--- src/kernel_pkg.sv ---
package kernel_pkg;

// ---------------------------------------------------------------------
// Widths
// ---------------------------------------------------------------------
// Byte address seen by the memory channels
localparam int ADDR_W = 32;

// Read data returned by a channel
localparam int DATA_W = 32;

// Requestor id
// Id 0 is the setup engine, id 1 the vertex bundles
localparam int REQ_ID_W = 1;

// Internal requestors sharing the channels
localparam int NUM_REQUESTORS = 2;

// Low address bit of the channel index
// Each channel owns 64-byte lines
localparam int CH_SHIFT = 6;

// ---------------------------------------------------------------------
// Memory packets
// ---------------------------------------------------------------------
// Read request from a requestor or towards a channel
typedef struct packed {
  logic                valid;
  logic [REQ_ID_W-1:0] id;
  logic [ADDR_W-1:0]   address;
} mem_request_t;

// Read response from a channel or towards a requestor
// Id is echoed from the request
typedef struct packed {
  logic                valid;
  logic [REQ_ID_W-1:0] id;
  logic [DATA_W-1:0]   data;
} mem_response_t;

// ---------------------------------------------------------------------
// Kernel descriptor
// ---------------------------------------------------------------------
// Base address of the graph data for the running kernel
// Requestor offsets are relative to it
typedef struct packed {
  logic              valid;
  logic [ADDR_W-1:0] base_address;
} kernel_descriptor_t;

endpackage
--- src/done_control.sv ---
`timescale 1ns/100ps

module done_control import kernel_pkg::*; #(
  parameter int NUM_CHANNELS = 4,
  parameter int PULSE_HOLD   = 4
) (
  input  logic                      ap_clk,
  input  logic                      areset_control,
  input  logic [NUM_REQUESTORS-1:0] request_grant,
  input  mem_response_t             requestor_response [NUM_REQUESTORS-1:0],
  input  logic                      setup_done,
  input  logic                      bundles_done,
  input  logic [NUM_CHANNELS-1:0]   channel_done,
  output logic                      cu_flush,
  output logic                      done_out
);

// Room for far more requests than the channels keep open
localparam int FLIGHT_W = 8;

// ---------------------------------------------------------------------
// In-flight tracking
// ---------------------------------------------------------------------
logic [FLIGHT_W-1:0] flight_count;
logic                flight_inc;
logic                flight_dec;
logic                nothing_in_flight;

// One grant per cycle at most
assign flight_inc = |request_grant;

// Only one requestor slot is valid per cycle
always_comb begin
  flight_dec = 1'b0;
  for (int r = 0; r < NUM_REQUESTORS; r++) begin
    flight_dec = flight_dec | requestor_response[r].valid;
  end
end

always_ff @(posedge ap_clk) begin
  if (areset_control) begin
    flight_count <= '0;
  end else if (flight_inc && !flight_dec) begin
    flight_count <= flight_count + 1'b1;
  end else if (!flight_inc && flight_dec) begin
    flight_count <= flight_count - 1'b1;
  end
end

assign nothing_in_flight = (flight_count == '0);

// ---------------------------------------------------------------------
// Done qualification
// ---------------------------------------------------------------------
// Index 0 is done from setup, index 1 is flush from bundles
logic [1:0]                 done_cond;
logic [1:0][PULSE_HOLD-1:0] done_history;
logic [1:0]                 done_hold;

assign done_cond[0] = setup_done & (&channel_done) & nothing_in_flight;
assign done_cond[1] = bundles_done & (&channel_done) & nothing_in_flight;

// Output needs the current sample plus PULSE_HOLD older ones
// Drops on the first edge after the condition breaks
always_ff @(posedge ap_clk) begin
  if (areset_control) begin
    done_history <= '0;
    done_hold    <= '0;
  end else begin
    for (int k = 0; k < 2; k++) begin
      done_history[k] <= {done_history[k][PULSE_HOLD-2:0], done_cond[k]};
      done_hold[k]    <= done_cond[k] & (&done_history[k]);
    end
  end
end

assign done_out = done_hold[0];
assign cu_flush = done_hold[1];

endmodule : done_control

--- config.mk ---
export PLATFORM = sky130hd
export DESIGN_NAME = done_control
export DESIGN_NICKNAME = d
export VERILOG_FILES = /design/src/kernel_pkg.sv /design/src/done_control.sv
export SDC_FILE = /design/constraint.sdc
export NUM_CORES = 1
export LEC_CHECK = 0
export ABC_AREA = 1
export BUFFER_PORTS_ARGS = -buffer_cell sky130_fd_sc_hd__buf_2
export CAP_MARGIN = 20
export CORE_MARGIN = 2
export CORE_UTILIZATION = 34
export DETAILED_ROUTE_END_ITERATION = 16
export GPL_ROUTABILITY_DRIVEN = 0
export PLACE_DENSITY = 0.73
export SYNTH_ARGS = -nofsm -noshare
export SYNTH_HDL_FRONTEND = slang
export SYNTH_SLANG_ARGS = --single-unit
--- constraint.sdc ---
create_clock -name ap_clk -period 2.1 [get_ports ap_clk]
set_input_delay 0.42 -clock ap_clk [delete_from_list [all_inputs] [get_ports ap_clk]]
set_output_delay 0.42 -clock ap_clk [all_outputs]
set_load 0.05 [all_outputs]
# After elaboration in Yosys (flattened, before gate mapping)
# Cells that the tools add are included.
# totals
out_inout_bits	2
ff_bits	18
# op_classes
mux	2
bitwise	7
addsub	2
n_reduce_logical	10
# op_table
operator	n
two-way mux 8 bit	2
AND reduction 4 bit	3
adder 8 x 1 -> 8 bit (second input constant)	1
logical NOT 8 bit	1
subtractor 8 x 1 -> 8 bit (second input constant)	1
bitwise AND 1 bit	6
logical AND 1 bit	2
logical NOT 1 bit	2
nonzero test 2 bit	1
OR reduction 2 bit	1
bitwise OR 1 bit	1

# Logic depth before layout (Yosys ltp)
# logic_depth
depth_word	5
ltp_mapped	12
mapped_depth_nobuf	12

# Least setup slack after synthesis
# Ideal clock, no wire load.
# synth_timing
path_kind	in2reg
from	input port request_grant[1]
to	register flight_count[7]
t_arrival_ns	1.938
stages	11
path_slack_ns	0.053
setup_time_ns	0.109
path_cell_list	or2_2 ha_1 inv_1 ha_1 or2_4 nand3_1 nand2_1 nand2_1 nand3_1 nand2_1 inv_1
# synth_between
elab_chain_cells	4
word_cells_on_any_way	6
# synth_rtl
item	line	source
start, declared	done_control.sv:9	input logic [NUM_REQUESTORS-1:0] request_grant,
OR reduction 2 bit (*)	done_control.sv:30	assign flight_inc = |request_grant;
logical NOT 1 bit	done_control.sv:45	end else if (!flight_inc && flight_dec) begin
logical AND 1 bit	done_control.sv:45	
nonzero test 2 bit (no line)	--	
end signal, assigned	done_control.sv:44	flight_count <= flight_count + 1'b1;
end signal, assigned	done_control.sv:46	flight_count <= flight_count - 1'b1;
end, declared	done_control.sv:24	logic [FLIGHT_W-1:0] flight_count;
# Mark *: on every way between the ends. The rest lies on a longest branch, timed or not.
# A chain may end at the register's enable or synchronous reset.

# Final worst setup path
# Same ends and word-level chain as after synthesis.

==> run metrics <==
WL/cell=approximately 8.9 um; dpl cell area=1140 um2; via count=848; maxcap violations=0; setup bufs post-CTS=0; Pwr Total=0.878 mW; vias in the first global route=about 750; worst setup path end=flight_count[7]; routed wire length=about 1.7 mm; critical-path cell list=buf_2 -> or2_2 -> ha_1 -> inv_1 -> ha_1 -> or2_4 -> nand3_1 -> nand2_1 -> nand2_1 -> nand3_1 -> nand2_1 -> inv_1; leakage power=around 0.6 nW; critical path's most frequent cell=nand2_1; Final Hold Vio Count=0; Core ar.=2760 um2; Slew @ Worst Pin=0.243 ns; crit-path max FO=6; HP Class=input pin to register; Worst Path Required=2.30 ns; synthesized area per cell=between 7 and 8 um2; first-pass GRT wire length=3.05 mm; diode count=0; CTS HTree Levels=1; largest net degree at the start of global routing=12; final worst path period share=90.4%; delay-heaviest family, CP=simple AND/OR/NAND/NOR gates; multi-input logic area=slightly above 500 um2; TritonCTS Buffers=3; skew final=0.00338 ns; Max stage delay cell, worst path=or2_2; Unique masters post-synth=21; yosys warns=0; pwr dens=748 nW/um2; starting density of the core=a little over a third; Sequential Area=360 um2; gr usage total=approximately 11%; clock root buffer=clkbuf_4; setup violators final=0; Clock Tree Buf Depth=2; CP max stage delay=approximately 0.28 ns; final net count=about 250; Fmax=0.527 GHz; Slew Viols, Final=0; number of core rows=19; path depth of the worst reg2reg path=9; GR Overflow Total=0; post-synthesis sequential area ratio=36.4%; Min Hold Slack=0.401 ns; R2R Setup Slk=0.72 ns; clock latency on the worst-skew pair=0.29 ns; Detailed Routing Iterations Pass 1=4; Cells after Synth=138; Setup crit start kind=input pin; critical path launch point=request_grant[1]; initial antenna violation count=0; share of cells above drive strength 1=about a fifth; Levels on crit path=12; CP Class=input pin to register; die area=3360 um2; Synth-to-Final Area Change=18.6%; Finished Cell Area=about 1200 um2; vias per cell=4.42; hold_buf cts=0; clock-pin slew on the worst setup and hold paths=0.10 ns; Rel. slew slack=83.8%; die height=about 58 um; detailed-route DRC error count=0; CTS tree=built; minimum clock period=1.90 ns; post-route ant nets=0; maximum vdd drop=~660 uV; syn_nets=224; Critical Path AT=2.09 ns; Resized cells post-CTS=0; I/O pins=80; DRT iter0 DRCs=20; synthesis-stage register bit count=18; Clock Sink Count=18; status=completed; Die Width=58.0 um; number of I/O port buffers=13; WP buf/inv=3; HPWL after DPL=about 1.4 mm; reg2reg start=flight_count[6]; RSZ-0062 raised after global routing=false; Crit. End Element=register; reg-to-reg critical path endpoint=flight_count[7]; Fill cells=285; Syn Std Cell Area=roughly 1000 um2
-- layer usage --
metal,up-vias,share of wire [%],track usage (%)
li1,476,-,-
met2,5,51,19.3
met4,0,0,1.99
met3,0,2.4,2.68
met5,-,0,0
met1,367,47,15.2
-- placed cells by master (no fill, tap or decap) --
cell / netlist / routed
nand3_1: 13 / 13
buf_4: 0 / 8
a21oi_1: 5 / 5
nand2_1: 27 / 27
dfxtp_1: 18 / 18
nand3b_1: 3 / 3
nor3_2: 3 / 3
or2_4: 1 / 1
fa_1: 1 / 1
o211ai_1: 2 / 2
inv_2: 1 / 1
or2_2: 1 / 1
nor2_2: 1 / 1
clkbuf_8: 0 / 1
xor2_1: 2 / 2
clkbuf_4: 0 / 3
inv_1: 24 / 24
buf_2: 1 / 13
o21ai_0: 4 / 4
clkinv_4: 1 / 1
nor2_1: 21 / 21
ha_1: 7 / 7
nand2_2: 1 / 1
-- cells by family after synthesis --
group	count (synthesis)	share of synthesized area (%)
simple gates	71	32.9
buf+inv	28	12.0
flops	18	36.4
compound gates	11	6.07
fa+ha+maj	8	10.9
xor+xnor	2	1.77
-- how the worst min path moves through the flow --
stage,start,end,slack [ns],depth (start not counted)
2_1_floorplan,done_history[1],done_history[2],0.40,2
3_3_place_gp,done_history[0],done_history[1],0.42,2
3_5_place_dp,done_history[0],done_history[1],0.42,2
4_1_cts,bundles_done,done_history[4],0.40,3
5_1_grt,setup_done,done_history[0],0.42,3
6_report,bundles_done,done_history[4],0.40,3
-- worst register-to-register path, cell delays in order (launching register included) --
cell and delay [ns]:
dfxtp_1 0.35, ha_1 0.33, nand2_1 0.10, inv_1 0.04, a21oi_1 0.17, nand2_1 0.07, nand2_1 0.05, nand3_1 0.07
nand2_1 0.07, inv_1 0.03
-- synth_stat cells, drive strengths merged --
cell type | number | area (um2)
inv | 25 | 93.8
dfxtp | 18 | 360
buf | 2 | 16.3
o211ai | 2 | 15.0
nand3b | 3 | 22.5
nor2 | 22 | 85.1
xor2 | 2 | 17.5
o21ai | 4 | 20.0
clkinv | 1 | 8.76
fa | 1 | 20.0
a21oi | 5 | 25.0
or2 | 2 | 15.0
nand2 | 28 | 108
nand3 | 13 | 65.1
nor3 | 3 | 30.0
ha | 7 | 87.6
-- area by class of cell --
class | instances | area share (%)
tap | 31 | 3.30
timing repair buffer | 21 | 10.7
clock buffer | 4 | 3.09
sequential | 18 | 30.7
inverter | 26 | 8.74
multi-input combinational | 92 | 43.5
-- metrics by stage --
step                setup slack [ns]  instances  TNS (ns)  utilization, %
floorplan                     0.0534        138         0               -
global placement              -0.104        188    -0.418            41.2
detailed placement            -0.117        188    -0.469            41.2
CTS                            0.202        192         0            42.6
global route                  0.0190        192         0            42.6
finish                         0.202        192         0            42.6
-- report_power, final --
group	internal, mW	leakage (nW)	switching (mW)
Combinational	0.133	0.446	0.154
Clock	0.106	0.0210	0.102
Sequential	0.363	0.147	0.0207
Total	0.601	0.614	0.276
-- registers in the layout, summed over array words and instances (netlist names) --
register      count
done_hold         2
done_history      8
flight_count      8
Note: power is estimated with default switching activity, not from simulation.
