==> src/kernel_pkg.sv <==
package kernel_pkg;

// ---------------------------------------------------------------------
// Widths
// ---------------------------------------------------------------------
// Byte address seen by the memory channels
localparam int ADDR_W = 32;

// Read data returned by a channel
localparam int DATA_W = 32;

// Requestor id
// Id 0 is the setup engine, id 1 the vertex bundles
localparam int REQ_ID_W = 1;

// Internal requestors sharing the channels
localparam int NUM_REQUESTORS = 2;

// Low address bit of the channel index
// Each channel owns 64-byte lines
localparam int CH_SHIFT = 6;

// ---------------------------------------------------------------------
// Memory packets
// ---------------------------------------------------------------------
// Read request from a requestor or towards a channel
typedef struct packed {
  logic                valid;
  logic [REQ_ID_W-1:0] id;
  logic [ADDR_W-1:0]   address;
} mem_request_t;

// Read response from a channel or towards a requestor
// Id is echoed from the request
typedef struct packed {
  logic                valid;
  logic [REQ_ID_W-1:0] id;
  logic [DATA_W-1:0]   data;
} mem_response_t;

// ---------------------------------------------------------------------
// Kernel descriptor
// ---------------------------------------------------------------------
// Base address of the graph data for the running kernel
// Requestor offsets are relative to it
typedef struct packed {
  logic              valid;
  logic [ADDR_W-1:0] base_address;
} kernel_descriptor_t;

endpackage
==> src/channel_decode.sv <==
`timescale 1ns/100ps

module channel_decode import kernel_pkg::*; #(
  parameter int NUM_CHANNELS = 4
) (
  input  logic               ap_clk,
  input  logic               areset_control,
  input  kernel_descriptor_t descriptor_in,
  input  mem_request_t       arb_request,
  output mem_request_t       channel_request [NUM_CHANNELS-1:0]
);

// Width of the channel index field
localparam int CH_W = $clog2(NUM_CHANNELS);

// ---------------------------------------------------------------------
// Descriptor chain
// ---------------------------------------------------------------------
// First stage samples the input every cycle
kernel_descriptor_t descriptor_stage;
// Working copy keeps the last valid descriptor
kernel_descriptor_t descriptor_work;

logic [ADDR_W-1:0] effective_base;
logic [ADDR_W-1:0] full_address;
logic [CH_W-1:0]   channel_index;

always_ff @(posedge ap_clk) begin
  if (areset_control) begin
    descriptor_stage.valid <= 1'b0;
    descriptor_work.valid  <= 1'b0;
  end else begin
    descriptor_stage.valid <= descriptor_in.valid;
    // Sticky once a kernel has been latched
    if (descriptor_stage.valid) begin
      descriptor_work.valid <= 1'b1;
    end
  end
  descriptor_stage.base_address <= descriptor_in.base_address;
  if (descriptor_stage.valid) begin
    descriptor_work.base_address <= descriptor_stage.base_address;
  end
end

// ---------------------------------------------------------------------
// Address and channel select
// ---------------------------------------------------------------------
// Offsets pass unchanged until a kernel is latched
assign effective_base = descriptor_work.valid ? descriptor_work.base_address : '0;
assign full_address   = arb_request.address + effective_base;
// Channel index sits just above the line offset
assign channel_index  = full_address[CH_SHIFT +: CH_W];

// Only the selected slot sees valid, the others carry a stale payload
always_ff @(posedge ap_clk) begin
  for (int i = 0; i < NUM_CHANNELS; i++) begin
    if (areset_control) begin
      channel_request[i].valid <= 1'b0;
    end else begin
      channel_request[i].valid <= arb_request.valid && (channel_index == CH_W'(i));
    end
    channel_request[i].id      <= arb_request.id;
    channel_request[i].address <= full_address;
  end
end

endmodule : channel_decode

==> config.mk <==
export PLATFORM = sky130hd
export DESIGN_NAME = channel_decode
export DESIGN_NICKNAME = d
export VERILOG_FILES = /design/src/kernel_pkg.sv /design/src/channel_decode.sv
export SDC_FILE = /design/constraint.sdc
export NUM_CORES = 1
export LEC_CHECK = 0
export BUFFER_PORTS_ARGS = -buffer_cell sky130_fd_sc_hd__buf_2
export CAP_MARGIN = 25
export CORE_MARGIN = 8
export CORE_UTILIZATION = 52
export CTS_CLUSTER_DIAMETER = 50
export DETAILED_ROUTE_END_ITERATION = 12
export GPL_ROUTABILITY_DRIVEN = 0
export GPL_TIMING_DRIVEN = 0
export HOLD_SLACK_MARGIN = 0.05
export PLACE_DENSITY = 0.86
export SLEW_MARGIN = 40
export SYNTH_ARGS = -nofsm -noshare
export SYNTH_HDL_FRONTEND = slang
export SYNTH_SLANG_ARGS = --single-unit
==> constraint.sdc <==
create_clock -name ap_clk -period 4.3 [get_ports ap_clk]
set_clock_uncertainty 0.05 [all_clocks]
set_input_delay 0.86 -clock ap_clk [delete_from_list [all_inputs] [get_ports ap_clk]]
set_output_delay 0.86 -clock ap_clk [all_outputs]
set_load 0.01 [all_outputs]
* Word-level counts from Yosys, hierarchy flattened
Cells that the tools add are included.
Cells by class: add/sub/neg operators 1, eq/ne operators 3, mux-type cells 1, reductions and logical operators 5
Operators by type and width (count):
- adder 32 bit | 1
- two-way mux 32 bit | 1
- equality test 2 bit (second input constant) | 2
- logical AND 1 bit | 4
- equality test 2 x 1 -> 1 bit (second input constant) | 1
- zero test 2 bit | 1
Storage, ports and cells: flip-flop bits (word level) 103, input bits 69, output and inout bits 136, logic and storage cells 20

* Longest topological paths before layout
Gate-level depths: netlist of run 1.
depth after elaboration 4, gate-level depth with buffers 11, gate-level depth less buffers 10

* Least setup slack after synthesis of run 1
Ideal clock, no wire load.
path type input to register, start point input arb_request[0] (netlist bit), end point register channel_request[130] (netlist bit), library setup time 0.127 ns, arrival time 2.740 ns, data required time 4.123 ns, setup slack 1.383 ns, stages 9, path buffers 0, path through ha_1 fa_1 a211oi_1 o211ai_1 nand4_1 a31oi_1 a211oi_1 o21ai_0 xor2_1
On the way: longest elaborated chain between the ends 1
RTL lines:
- start: declaration | line channel_decode.sv:9 | input mem_request_t arb_request,
- adder 32 bit | line channel_decode.sv:50 | assign full_address = arb_request.address + effective_base;
- via full_address[28] | line channel_decode.sv:25 | logic [ADDR_W-1:0] full_address;
- end: declaration | line channel_decode.sv:10 | output mem_request_t channel_request [NUM_CHANNELS-1:0]
The timed path passes the listed nets, and every way through them passes these cells. A chain may end at the register's enable or synchronous reset.

* Worst setup path after layout of run 1
start point register descriptor_work[32] (netlist bit), end point register channel_request[130] (netlist bit)
On the way: longest elaborated chain between the ends 2
RTL lines:
- start: declaration | line channel_decode.sv:22 | kernel_descriptor_t descriptor_work;
- two-way mux 32 bit | line channel_decode.sv:49 | assign effective_base = descriptor_work.valid ? descriptor_work.base_address : '0;
- adder 32 bit | line channel_decode.sv:50
- via full_address[28] | line channel_decode.sv:25
The timed path passes the listed nets, and every way through them passes these cells.

==> parameters.txt, run 1 <==
Parameter                              Value

Worst setup path
  Depth of the worst register-to-register path ... 11
  Required time at the endpoint of the critical path ... approximately 4.5 ns
  Register-to-register setup slack ... 1.08 ns
  Nature of the critical path endpoint ... register
  Crit path arrival time ... 3.42 ns
  Worst Path Class, Setup ... reg2reg
  Setup crit start kind ... register
  Crit Reg-Reg Endpoint ... channel_request[130]$_DFF_P_
  Worst reg2reg path startpoint ... descriptor_work[32]$_SDFFE_PP0P_
  Startpoint of the worst setup timing path ... descriptor_work[32]$_SDFFE_PP0P_
  Largest fanout of any net on the critical path ... 10

Clocking
  Hold buffers post-CTS ... 0
  Post-CTS setup-driven buffer insertion count ... 0
  Register clock-pin slew on the reported worst setup and hold paths ... ~0.11 ns
  Number of buffers added by the clock tree synthesis step ... 9
  Number of clock sinks ... 103
  Insertion delay of the later-clocked pin in the worst-skew pair ... 0.37 ns
  Max Buffers Root-to-Sink ... 2
  CTS tree ... done
  Clock root buffer master ... sky130_fd_sc_hd__clkbuf_8
  Htree depth ... 3
  Cells resized by post-CTS repair ... 0

Routing
  Remaining antenna violation count ... 0
  Via density per instance ... 4.79
  Average wire per standard cell ... around 14 µm
  DR vias ... between 4000 and 5000
  Final wirelength ... 12.0 mm
  DR DRC count ... 0
  Drt pass-1 iters ... 6
  Iter 0 DRT Violations ... 275

Yosys
  Sequential fraction of the synthesis area ... around 47%
  Number of standard cells after synthesis ... just under 500
  Syn Nets ... between 500 and 600
  Predominant post-synthesis flop cell ... sky130_fd_sc_hd__dfxtp_1
  Total number of yosys warnings ... 0
  Count of unique library cells instantiated by Yosys ... 45
  FFs w/ async S/R, synth ... 0%
  Mapped Avg Cell Area ... 10.4 µm²
  Post-synthesis sequential element count ... 103
  Total standard cell area after synthesis ... approximately 0.0051 mm²
  Number of enable-type register cells in the synthesized netlist ... 32

Timing
  Slew at the pin closest to its max-slew limit ... roughly 0.67 ns
  Final total negative setup slack ... 0 ns
  Final Hold Violating Endpoints ... 0
  Setup repair after global routing missed its margin ... no
  Number of pins with negative max-slew slack in the final report ... 0
  Part of the cycle the worst path needs ... 74.8%
  Max transition margin ... 54.5%
  Setup violations, final ... 0
  Final critical delay including setup and external delays ... 3.22 ns
  Post-layout worst setup margin ... between 1 and 1.5 ns
  Highest clock frequency the design can meet ... just over 300 MHz

Floorplanning
  Ports ... 205
  Die width ... between 100 and 150 µm
  Area of the core ... 0.00964 mm²
  Die boundary height ... ~110 µm
  Initial core utilization ... a little over half
  Num rows ... 36
  Die Footprint ... 0.0132 mm²

Worst hold path
  Hold Path Depth ... 0
  Worst Hold Class ... reg2reg
  Startpoint of the lowest-slack hold path ... descriptor_stage[20]$_DFF_P_
  Endpoint, Worst Hold ... descriptor_work[20]$_DFFE_PP_

Layout
  Design area ... 0.00646 mm²
  Final cell utilization of the core ... between 60% and 70%
  Number of fillers in the final layout ... 778
  Commonest cells after routing, fill and taps aside ... sky130_fd_sc_hd__buf_2, sky130_fd_sc_hd__buf_4, sky130_fd_sc_hd__dfxtp_1
  Layout cells sized above 1 ... 46.2%
  Most frequent standard cell in the layout excluding fill and tap cells ... sky130_fd_sc_hd__buf_2
  Nets ... ~810
  Area Overhead vs Synth ... 27.4%

GRT
  Pin count of the biggest net entering global routing ... 34
  Via count of the first global-routing pass ... between 3000 and 4000
  Tot GR Track Use ... 17.2%
  Total grt overflow ... 0
  Initial antenna violation count ... 1
  First-pass GRT wire length ... about 18 mm

Placed design
  Pre-CTS setup slack ... roughly 0.89 ns
  Estimated wirelength of the detail-placed design ... 9.93 mm
  Number of buffers inserted by port buffering ... 204
  Placed instance area ... 0.00626 mm²

Power
  Largest voltage drop on the vdd net ... slightly below 0.3 mV
  P per Cell Area ... approximately 390 mW/mm²
  LEAKAGE ... ~3.2 nW

Run status
  Run status ... finished clean

Flow run
  MaxCap Viol Count ... 0
==> area by class of cell <==
cell class	instances	area (µm²)	share of cell area, %
flip-flops and latches	103	2380	36.9
inverters	8	30.0	0.465
repair buffers	204	1020	15.8
well taps	133	166	2.58
clock inverters	7	75.1	1.16
plain buffers	109	787	12.2
multi-input cells	270	1870	29.0
clock buffers	9	124	1.92
diodes	1	2.50	0.0387
==> power by group <==
part	switching, mW	internal [mW]
sequential	0.0636	1.09
clock	0.358	0.227
combinational	0.356	0.409
==> per-stage QoR <==
step	std cells	power, mW	hold slack (ns)
finish	844	2.51	0.350
detailed placement	827	1.95	0.339
floorplan	490	1.66	0.336
global placement	827	1.93	0.337
global route	843	2.63	0.352
CTS	843	2.53	0.350
==> cells in the mapped netlist, types with 6 or more instances <==
cell / n / area (µm²)
sky130_fd_sc_hd__nand3_1: 8 / 40.0
sky130_fd_sc_hd__inv_1: 8 / 30.0
sky130_fd_sc_hd__o21ai_0: 19 / 95.1
sky130_fd_sc_hd__buf_4: 99 / 743
sky130_fd_sc_hd__and2_1: 32 / 200
sky130_fd_sc_hd__ha_1: 31 / 388
sky130_fd_sc_hd__edfxtp_1: 32 / 961
sky130_fd_sc_hd__a21oi_1: 25 / 125
sky130_fd_sc_hd__nor2_1: 24 / 90.1
sky130_fd_sc_hd__nor3_1: 8 / 40.0
sky130_fd_sc_hd__xor2_1: 7 / 61.3
sky130_fd_sc_hd__and3_1: 6 / 37.5
sky130_fd_sc_hd__nand2_1: 21 / 78.8
sky130_fd_sc_hd__dfxtp_1: 71 / 1420
sky130_fd_sc_hd__a21o_1: 13 / 97.6
sky130_fd_sc_hd__xnor2_1: 21 / 184
==> sequential cells by signal (all words and copies together), names as in the netlist <==
signal / count
channel_request: 37
descriptor_stage: 33
descriptor_work: 33
==> cell families (layout without fill, tap and decap cells) <==
group	count (synthesis)	count (layout)	synth area share (%)
other	0	1	0
flip-flops	103	103	47.0
buffers and inverters	117	337	16.1
AND/OR/NAND/NOR	113	113	11.5
adder cells (fa/ha/maj)	32	32	8.04
AO/OA/AOI/OAI	97	97	12.5
XOR/XNOR	28	28	4.83
==> critical path: stages (launching register included) <==
cell and delay, ns:
sky130_fd_sc_hd__dfxtp_1 0.38, sky130_fd_sc_hd__clkbuf_1 0.19, sky130_fd_sc_hd__and2_1 0.18, sky130_fd_sc_hd__ha_1 0.23
sky130_fd_sc_hd__fa_1 0.44, sky130_fd_sc_hd__a211oi_1 0.33, sky130_fd_sc_hd__o211ai_1 0.20, sky130_fd_sc_hd__nand4_1 0.17
sky130_fd_sc_hd__a31oi_1 0.16, sky130_fd_sc_hd__a211oi_1 0.41, sky130_fd_sc_hd__o21ai_0 0.17, sky130_fd_sc_hd__xor2_1 0.18
==> worst max-delay path by stage <==
stage	end	slack (ns)	depth (start not counted)
after floorplan	channel_request[130]$_DFF_P_	1.38	9
after CTS	channel_request[130]$_DFF_P_	1.11	11
after global routing	channel_request[130]$_DFF_P_	0.76	11
final	channel_request[130]$_DFF_P_	1.08	11
after global placement	channel_request[130]$_DFF_P_	0.94	10
after detailed placement	channel_request[130]$_DFF_P_	0.89	10
==> metal layers <==
metal / vias to the layer above / global-route usage (%) / part of all wire [%]
met5: - / 0 / 0.067
met4: 2 / 6.83 / 2.4
li1: 2039 / - / -
met3: 30 / 6.14 / 11
met1: 1750 / 18.4 / 38
met2: 224 / 30.5 / 48
Power figures use the tool's default switching activity.
==> run 2: changes to the inputs <==
--- a/config.mk
+++ b/config.mk
@@ -5,16 +5,17 @@
 export SDC_FILE = /design/constraint.sdc
 export NUM_CORES = 1
 export LEC_CHECK = 0
+export ABC_AREA = 1
 export BUFFER_PORTS_ARGS = -buffer_cell sky130_fd_sc_hd__buf_2
 export CAP_MARGIN = 25
 export CORE_MARGIN = 8
-export CORE_UTILIZATION = 52
+export CORE_UTILIZATION = 51
 export CTS_CLUSTER_DIAMETER = 50
 export DETAILED_ROUTE_END_ITERATION = 12
 export GPL_ROUTABILITY_DRIVEN = 0
 export GPL_TIMING_DRIVEN = 0
 export HOLD_SLACK_MARGIN = 0.05
-export PLACE_DENSITY = 0.86
+export PLACE_DENSITY = 0.83
 export SLEW_MARGIN = 40
 export SYNTH_ARGS = -nofsm -noshare
 export SYNTH_HDL_FRONTEND = slang
==> constraint.sdc (replaced) <==
create_clock -name ap_clk -period 3.3 [get_ports ap_clk]
set_clock_uncertainty 0.05 [all_clocks]
set_input_delay 0.66 -clock ap_clk [delete_from_list [all_inputs] [get_ports ap_clk]]
set_output_delay 0.66 -clock ap_clk [all_outputs]
set_load 0.01 [all_outputs]
==> parameters.txt, run 2 <==
Parameter                              Value

Run status
  Run status ... finished clean

Yosys
  Cells taking the most area after synthesis ... sky130_fd_sc_hd__dfxtp_1, sky130_fd_sc_hd__nand2_1, sky130_fd_sc_hd__edfxtp_1
  Total standard cell area after synthesis ... 0.00578 mm² (+14%)
  Mapped Avg Cell Area ... 7.47 µm² (-28%)
  Most instantiated library cell after synthesis ... sky130_fd_sc_hd__nand2_1
  Area fraction of the dominant cell type after synthesis ... 24.6% (-3.4 points)
  FFs w/ async S/R, synth ... 0% (unchanged)
  Post-synthesis sequential element count ... 103 (unchanged)
  Total number of yosys warnings ... 0 (unchanged)
  Number of standard cells after synthesis ... 774 (+58%)
  Syn Nets ... 875 (+48%)
  Sequential fraction of the synthesis area ... 41.2% (-5.8 points)
  Number of enable-type register cells in the synthesized netlist ... 32 (unchanged)
  Predominant post-synthesis flop cell ... sky130_fd_sc_hd__dfxtp_1
  Count of unique library cells instantiated by Yosys ... 20 (-56%)
  Most frequent cells after synthesis ... sky130_fd_sc_hd__nand2_1, sky130_fd_sc_hd__inv_1, sky130_fd_sc_hd__buf_4, sky130_fd_sc_hd__dfxtp_1, sky130_fd_sc_hd__nor2_1
  Library cell with the largest summed area after synthesis ... sky130_fd_sc_hd__dfxtp_1

Placed design
  Number of buffers inserted by port buffering ... 204 (unchanged)
  # placed instances ... 1121 (+36%)
  Pre-CTS setup slack ... 0.668 ns (-0.223 ns)
  Estimated wirelength of the detail-placed design ... 11.4 mm (+14%)

Worst setup path
  Startpoint of the worst setup timing path ... descriptor_work[32]$_SDFFE_PP0P_
  Worst reg2reg path startpoint ... descriptor_work[32]$_SDFFE_PP0P_
  Family of cells with the greatest summed delay on the critical path ... simple AND/OR/NAND/NOR gates
  Nature of the critical path endpoint ... register
  Crit path arrival time ... 2.78 ns (-0.64 ns)
  Setup crit start kind ... register
  Largest fanout of any net on the critical path ... 10 (unchanged)
  Worst Path Class, Setup ... reg2reg
  Depth of the worst register-to-register path ... 15 (+4)
  Worst path max stage delay ... 0.36 ns (-0.08 ns)
  Register-to-register setup slack ... 0.71 ns (-0.37 ns)
  Chain of cells forming the critical path ... clkbuf_1, clkbuf_1, nand2_1, inv_1, ha_1, fa_1, nand3_1, nand3_1, nand2_1, nand2_2, nand2_1, nand2_2, nand2_1, nand3_1, nand2_1
  Buf+Inv Stages, Crit Path ... 3 (+2)
  Crit Reg-Reg Endpoint ... channel_request[122]$_DFF_P_
  Most prevalent standard cell on the critical path ... sky130_fd_sc_hd__nand2_1
  Cell count along the critical path ... 15 (+4)
  Critical Path End ... channel_request[122]$_DFF_P_
  Crit-path slowest cell ... sky130_fd_sc_hd__clkbuf_1
  Required time at the endpoint of the critical path ... 3.50 ns (-1.01 ns)

Floorplanning
  Area of the core ... 0.0112 mm² (+16%)
  Ports ... 205 (unchanged)
  Die Footprint ... 0.0150 mm² (+14%)
  Initial core utilization ... 51.5% (-1.1 points)
  Die width ... 122 µm (+6.7%)
  Die boundary height ... 122 µm (+6.7%)
  Num rows ... 39 (+8.3%)

Timing
  Max transition margin ... 51.2% (-3.3 points)
  Final Hold Violating Endpoints ... 0 (unchanged)
  Final critical delay including setup and external delays ... 2.59 ns (-0.629 ns)
  Setup repair after global routing missed its margin ... no
  Highest clock frequency the design can meet ... 386 MHz (+24%)
  Final total negative setup slack ... 0 ns (unchanged)
  Number of pins with negative max-slew slack in the final report ... 0 (unchanged)
  Post-layout worst setup margin ... 0.711 ns (-0.371 ns)
  Part of the cycle the worst path needs ... 78.5% (+3.6 points)
  Slew at the pin closest to its max-slew limit ... 0.732 ns (+0.0666 ns)
  Setup violations, final ... 0 (unchanged)

Routing
  Via density per instance ... 4.41 (-8.1%)
  Drt pass-1 iters ... 6 (unchanged)
  Average wire per standard cell ... 11.7 µm (-17%)
  Final wirelength ... 13.3 mm (+11%)
  DR DRC count ... 0 (unchanged)
  DR vias ... 5010 (+24%)
  Iter 0 DRT Violations ... 190 (-31%)
  Remaining antenna violation count ... 0 (unchanged)

Clocking
  Hold buffers post-CTS ... 0 (unchanged)
  Register clock-pin slew on the reported worst setup and hold paths ... 0.08 ns (-0.03 ns)
  Number of clock sinks ... 103 (unchanged)
  Post-CTS setup-driven buffer insertion count ... 0 (unchanged)
  CTS tree ... done
  Cells resized by post-CTS repair ... 0 (unchanged)
  Max Buffers Root-to-Sink ... 2 (unchanged)
  Clock root buffer master ... sky130_fd_sc_hd__clkbuf_16
  Insertion delay of the later-clocked pin in the worst-skew pair ... 0.35 ns (-0.02 ns)
  Number of buffers added by the clock tree synthesis step ... 9 (unchanged)
  Htree depth ... 3 (unchanged)

Layout
  Number of antenna cells inserted ... 0 (-1)
  Layout cells sized above 1 ... 33.3% (-13 points)
  Nets ... 1090 (+35%)
  Area Overhead vs Synth ... 25.8%
  Commonest cells after routing, fill and taps aside ... sky130_fd_sc_hd__nand2_1, sky130_fd_sc_hd__buf_2, sky130_fd_sc_hd__inv_1
  Fin cells ... 1137 (+35%)
  Max FFs per register ... 37 (unchanged)
  Most frequent standard cell in the layout excluding fill and tap cells ... sky130_fd_sc_hd__nand2_1
  Largest register by flop count ... channel_request
  Biggest registers after layout ... channel_request (37), descriptor_stage (33), descriptor_work (33)

Power
  LEAKAGE ... 4.47 nW (+39%)
  Largest voltage drop on the vdd net ... 0.378 mV (+29%)
  P per Cell Area ... 486 mW/mm² (+25%)
  Pwr Total ... 3.53 mW (+41%)

GRT
  First-pass GRT wire length ... 21.3 mm (+17%)
  Initial antenna violation count ... 1 (unchanged)
  Via count of the first global-routing pass ... 4868 (+26%)
  Total grt overflow ... 0 (unchanged)
  Pin count of the biggest net entering global routing ... 34 (unchanged)
  Tot GR Track Use ... 17.7% (+0.45 points)

Worst hold path
  Startpoint of the lowest-slack hold path ... descriptor_stage[27]$_DFF_P_
  Worst Hold Class ... reg2reg

Flow run
  MaxCap Viol Count ... 0 (unchanged)
[run 2: layout make-up]
class | instances | area (µm²)
inverter | 147 | 552
buffer | 103 | 758
timing repair buffer | 204 | 1020
fill | 991 | 3950
multi-input combinational | 421 | 2090
clock inverter | 7 | 63.8
clock buffer | 9 | 225
sequential | 103 | 2380
tap | 143 | 179
[run 2: through the flow]
step                      utilization (%)  instance area [µm²]  hold slack (ns)
final                                64.8                 7270            0.351
after global routing                 64.8                 7270            0.349
after CTS                            64.8                 7270            0.351
after detailed placement             62.2                 6980            0.339
after global placement               62.2                 6980            0.336
after floorplan                         -                 5780            0.336
[run 2: worst min-delay path by stage]
stage,cells past startpoint,slack (ns),endpoint
finish,0,0.35,descriptor_work[27]$_DFFE_PP_
global route,1,0.35,descriptor_stage[15]$_DFF_P_
CTS,0,0.35,descriptor_work[27]$_DFFE_PP_
detailed placement,0,0.34,descriptor_work[10]$_DFFE_PP_
global placement,0,0.34,descriptor_work[5]$_DFFE_PP_
floorplan,0,0.34,descriptor_work[0]$_DFFE_PP_
[run 2: power by group]
part	switching, mW	total (mW)	internal (mW)
Combinational	0.495	1.00	0.508
Sequential	0.0814	1.50	1.42
Clock	0.496	1.03	0.529
Total	1.07	3.53	2.46
[run 2: metal layers]
layer	up-vias	global-route usage [%]	wire (µm)
li1	2648	-	-
met1	2148	20.1	5450
met2	187	30.7	6180
met3	25	5.34	1410
met4	2	6.63	284
met5	-	0	13
[run 2: worst register-to-register path, stage by stage (launching register included)]
cell and delay (ns):
sky130_fd_sc_hd__dfxtp_1 0.31, sky130_fd_sc_hd__clkbuf_1 0.27, sky130_fd_sc_hd__clkbuf_1 0.36, sky130_fd_sc_hd__nand2_1 0.09, sky130_fd_sc_hd__inv_1 0.07, sky130_fd_sc_hd__ha_1 0.28
sky130_fd_sc_hd__fa_1 0.33, sky130_fd_sc_hd__nand3_1 0.10, sky130_fd_sc_hd__nand3_1 0.11, sky130_fd_sc_hd__nand2_1 0.07, sky130_fd_sc_hd__nand2_2 0.10, sky130_fd_sc_hd__nand2_1 0.07
sky130_fd_sc_hd__nand2_2 0.10, sky130_fd_sc_hd__nand2_1 0.08, sky130_fd_sc_hd__nand3_1 0.07, sky130_fd_sc_hd__nand2_1 0.05
[run 2: logic make-up after synthesis]
group,after synthesis,synth area share [%]
compound gates,23,2.12
simple gates,349,24.1
buf+inv,250,22.7
fa+ha+maj,32,7.06
flops,103,41.2
xor+xnor,17,2.84
==> run 3: changes to the inputs <==
==> constraint.sdc (replaced) <==
create_clock -name ap_clk -period 2.5 [get_ports ap_clk]
set_clock_uncertainty 0.05 [all_clocks]
set_input_delay 0.5 -clock ap_clk [delete_from_list [all_inputs] [get_ports ap_clk]]
set_output_delay 0.5 -clock ap_clk [all_outputs]
set_load 0.01 [all_outputs]
==> parameters.txt, run 3 (synthesis results as in run 2) <==
Parameter                              Value

Run status
  Run status ... finished clean

Clocking
  Htree depth ... 3 (unchanged)
  Number of clock sinks ... 103 (unchanged)
  Post-CTS setup-driven buffer insertion count ... 0 (unchanged)
  Clock root buffer master ... sky130_fd_sc_hd__clkbuf_16
  Number of buffers added by the clock tree synthesis step ... 9 (unchanged)
  Max Buffers Root-to-Sink ... 2 (unchanged)
  Hold buffers post-CTS ... 0 (unchanged)
  Register clock-pin slew on the reported worst setup and hold paths ... 0.08 ns (about the same)
  Insertion delay of the later-clocked pin in the worst-skew pair ... 0.35 ns (about the same)
  CTS tree ... done

Power
  Logic pwr share ... 28.4% (about the same)
  Int Power ... 3.25 mW (+32%)
  Pwr Total ... 4.66 mW (+32%)
  Proportion of power drawn by the clock network ... 29.0% (about the same)
  Sequential power share ... 42.7% (about the same)
  LEAKAGE ... 4.48 nW (+0.16%)
  P per Cell Area ... 641 mW/mm² (+32%)
  Largest voltage drop on the vdd net ... 0.502 mV (+33%)
  Proportion of total power due to net switching ... 30.3% (-0.050 points)
  Net switching power ... 1.41 mW (+32%)

Routing
  Average wire per standard cell ... 11.7 µm (-0.11%)
  DR DRC count ... 0 (unchanged)
  Final wirelength ... 13.3 mm (-0.19%)
  Remaining antenna violation count ... 0 (unchanged)
  Via density per instance ... 4.41 (about the same)
  Drt pass-1 iters ... 5 (-1)
  DR vias ... 5008 (-0.040%)
  Iter 0 DRT Violations ... 189 (-0.53%)

Timing
  Highest clock frequency the design can meet ... 439 MHz (+14%)
  Part of the cycle the worst path needs ... 91.1% (+13 points)
  Final Hold Violating Endpoints ... 0 (unchanged)
  Setup violations, final ... 0 (unchanged)
  Final critical delay including setup and external delays ... 2.28 ns (-0.312 ns)
  Setup repair after global routing missed its margin ... no
  Slew at the pin closest to its max-slew limit ... 0.726 ns (-0.00620 ns)
  Final total negative setup slack ... 0 ns (unchanged)
  Max transition margin ... 51.6% (+0.41 points)
  Fin Hold WS ... 0.199 ns (-0.152 ns)
  Number of pins with negative max-slew slack in the final report ... 0 (unchanged)

Worst setup path
  Nature of the critical path endpoint ... register
  Register-to-register setup slack ... 0.22 ns (-0.49 ns)
  Crit path arrival time ... 2.48 ns (-0.30 ns)
  Setup crit start kind ... register
  Largest fanout of any net on the critical path ... 10 (unchanged)
  Worst Path Class, Setup ... reg2reg
  Crit Reg-Reg Endpoint ... channel_request[130]$_DFF_P_
  Worst reg2reg path startpoint ... descriptor_work[32]$_SDFFE_PP0P_
  Required time at the endpoint of the critical path ... 2.70 ns (-0.80 ns)
  Depth of the worst register-to-register path ... 15 (unchanged)

Placed design
  Number of buffers inserted by port buffering ... 204 (unchanged)
  Placed instance area ... 0.00698 mm² (unchanged)
  Estimated wirelength of the detail-placed design ... 11.4 mm (unchanged)

GRT
  Pin count of the biggest net entering global routing ... 34 (unchanged)
  First-pass GRT wire length ... 21.3 mm (unchanged)
  Tot GR Track Use ... 17.7% (unchanged)
  Initial antenna violation count ... 1 (unchanged)
  Total grt overflow ... 0 (unchanged)
  Via count of the first global-routing pass ... 4868 (unchanged)

Worst hold path
  Worst Hold Class ... in2reg
  Hold Path Depth ... 1 (+1)
  Endpoint, Worst Hold ... descriptor_stage[14]$_DFF_P_
  Startpoint of the lowest-slack hold path ... descriptor_in[14]

Floorplanning
  Die width ... 122 µm (unchanged)
  Area of the core ... 0.0112 mm² (unchanged)
  Initial core utilization ... 51.5% (unchanged)
  Die Footprint ... 0.0150 mm² (unchanged)
  Ports ... 205 (unchanged)
  Num rows ... 39 (unchanged)
  Die boundary height ... 122 µm (unchanged)

Layout
  Number of antenna cells inserted ... 0 (unchanged)
  Layout cells sized above 1 ... 33.8% (+0.54 points)
  Largest register by flop count ... channel_request
  Design area ... 0.00727 mm² (about the same)
  Commonest cells after routing, fill and taps aside ... sky130_fd_sc_hd__nand2_1, sky130_fd_sc_hd__buf_2, sky130_fd_sc_hd__inv_1
  Max FFs per register ... 37 (unchanged)
  Nets ... 1089 (-0.092%)
  Biggest registers after layout ... channel_request (37), descriptor_stage (33), descriptor_work (33)
  Most frequent standard cell in the layout excluding fill and tap cells ... sky130_fd_sc_hd__nand2_1
  Area Overhead vs Synth ... 25.8% (about the same)

Flow run
  MaxCap Viol Count ... 0 (unchanged)
==> run 3: cell types whose count changed in the layout (fill, tap and decap cells not counted), sizes merged <==
cell and change:
clkbuf -1
==> run 3: repair_timing <==
| action | in CTS | in global routing |
|---|---|---|
| cloned | 0 | 0 |
| gates resized for setup | 3 | 3 |
| endpoints found under the setup margin | 7 | 18 |
==> run 3: worst max-delay path by stage <==
stage	end	slack [ns]	cells past startpoint	startpoint
after detailed placement	channel_request[130]$_DFF_P_	-0.13	15	descriptor_work[32]$_SDFFE_PP0P_
after floorplan	channel_request[130]$_DFF_P_	0.33	16	descriptor_work[32]$_SDFFE_PP0P_
after global routing	channel_request[122]$_DFF_P_	0.04	15	descriptor_work[32]$_SDFFE_PP0P_
after CTS	channel_request[130]$_DFF_P_	0.008	15	descriptor_work[32]$_SDFFE_PP0P_
after global placement	channel_request[130]$_DFF_P_	-0.07	15	descriptor_work[32]$_SDFFE_PP0P_
final	channel_request[130]$_DFF_P_	0.22	15	descriptor_work[32]$_SDFFE_PP0P_
==> run 3: through the flow <==
stage | utilization (%) | std cells | setup slack [ns]
floorplan | - | 774 | 0.335
global placement | 62.2 | 1121 | -0.0654
detailed placement | 62.2 | 1121 | -0.132
CTS | 64.8 | 1137 | 0.00837
global route | 64.8 | 1136 | 0.0444
finish | 64.8 | 1136 | 0.223
==> run 3: power by group through the flow <==
stage,registers [mW],logic [mW],clock network [mW]
finish,1.99,1.32,1.35
global route,2.01,1.46,1.45
CTS,1.99,1.34,1.38
detailed placement,2.03,1.33,0
global placement,2.02,1.31,0
floorplan,2.05,0.808,0
==> run 3: cell type report <==
type | instances | area (µm²)
Multi-Input combinational cell | 421 | 2090
Clock inverter | 7 | 63.8
Tap cell | 143 | 179
Timing Repair Buffer | 204 | 1020
Sequential cell | 103 | 2380
Buffer | 102 | 758
Fill cell | 989 | 3950
Clock buffer | 9 | 225
Inverter | 147 | 552
==> run 3: worst max-delay path: stages (launching register included) <==
cell	delay [ns]
sky130_fd_sc_hd__dfxtp_2	0.36
sky130_fd_sc_hd__clkbuf_2	0.19
sky130_fd_sc_hd__nand2_1	0.09
sky130_fd_sc_hd__inv_1	0.04
sky130_fd_sc_hd__ha_1	0.26
sky130_fd_sc_hd__fa_2	0.42
sky130_fd_sc_hd__nand3_1	0.10
sky130_fd_sc_hd__nand3_1	0.10
sky130_fd_sc_hd__nand2_1	0.09
sky130_fd_sc_hd__nand2_2	0.08
sky130_fd_sc_hd__nand2_1	0.08
sky130_fd_sc_hd__nand2_2	0.08
sky130_fd_sc_hd__nand2_1	0.10
sky130_fd_sc_hd__nand2_1	0.05
sky130_fd_sc_hd__nand2_1	0.05
sky130_fd_sc_hd__nand2_1	0.04
==> run 3: per-layer routing <==
metal	routed length [µm]	global-route usage (%)
met4	285	6.63
met2	6190	30.7
met1	5400	20.1
met5	13	0
met3	1420	5.34
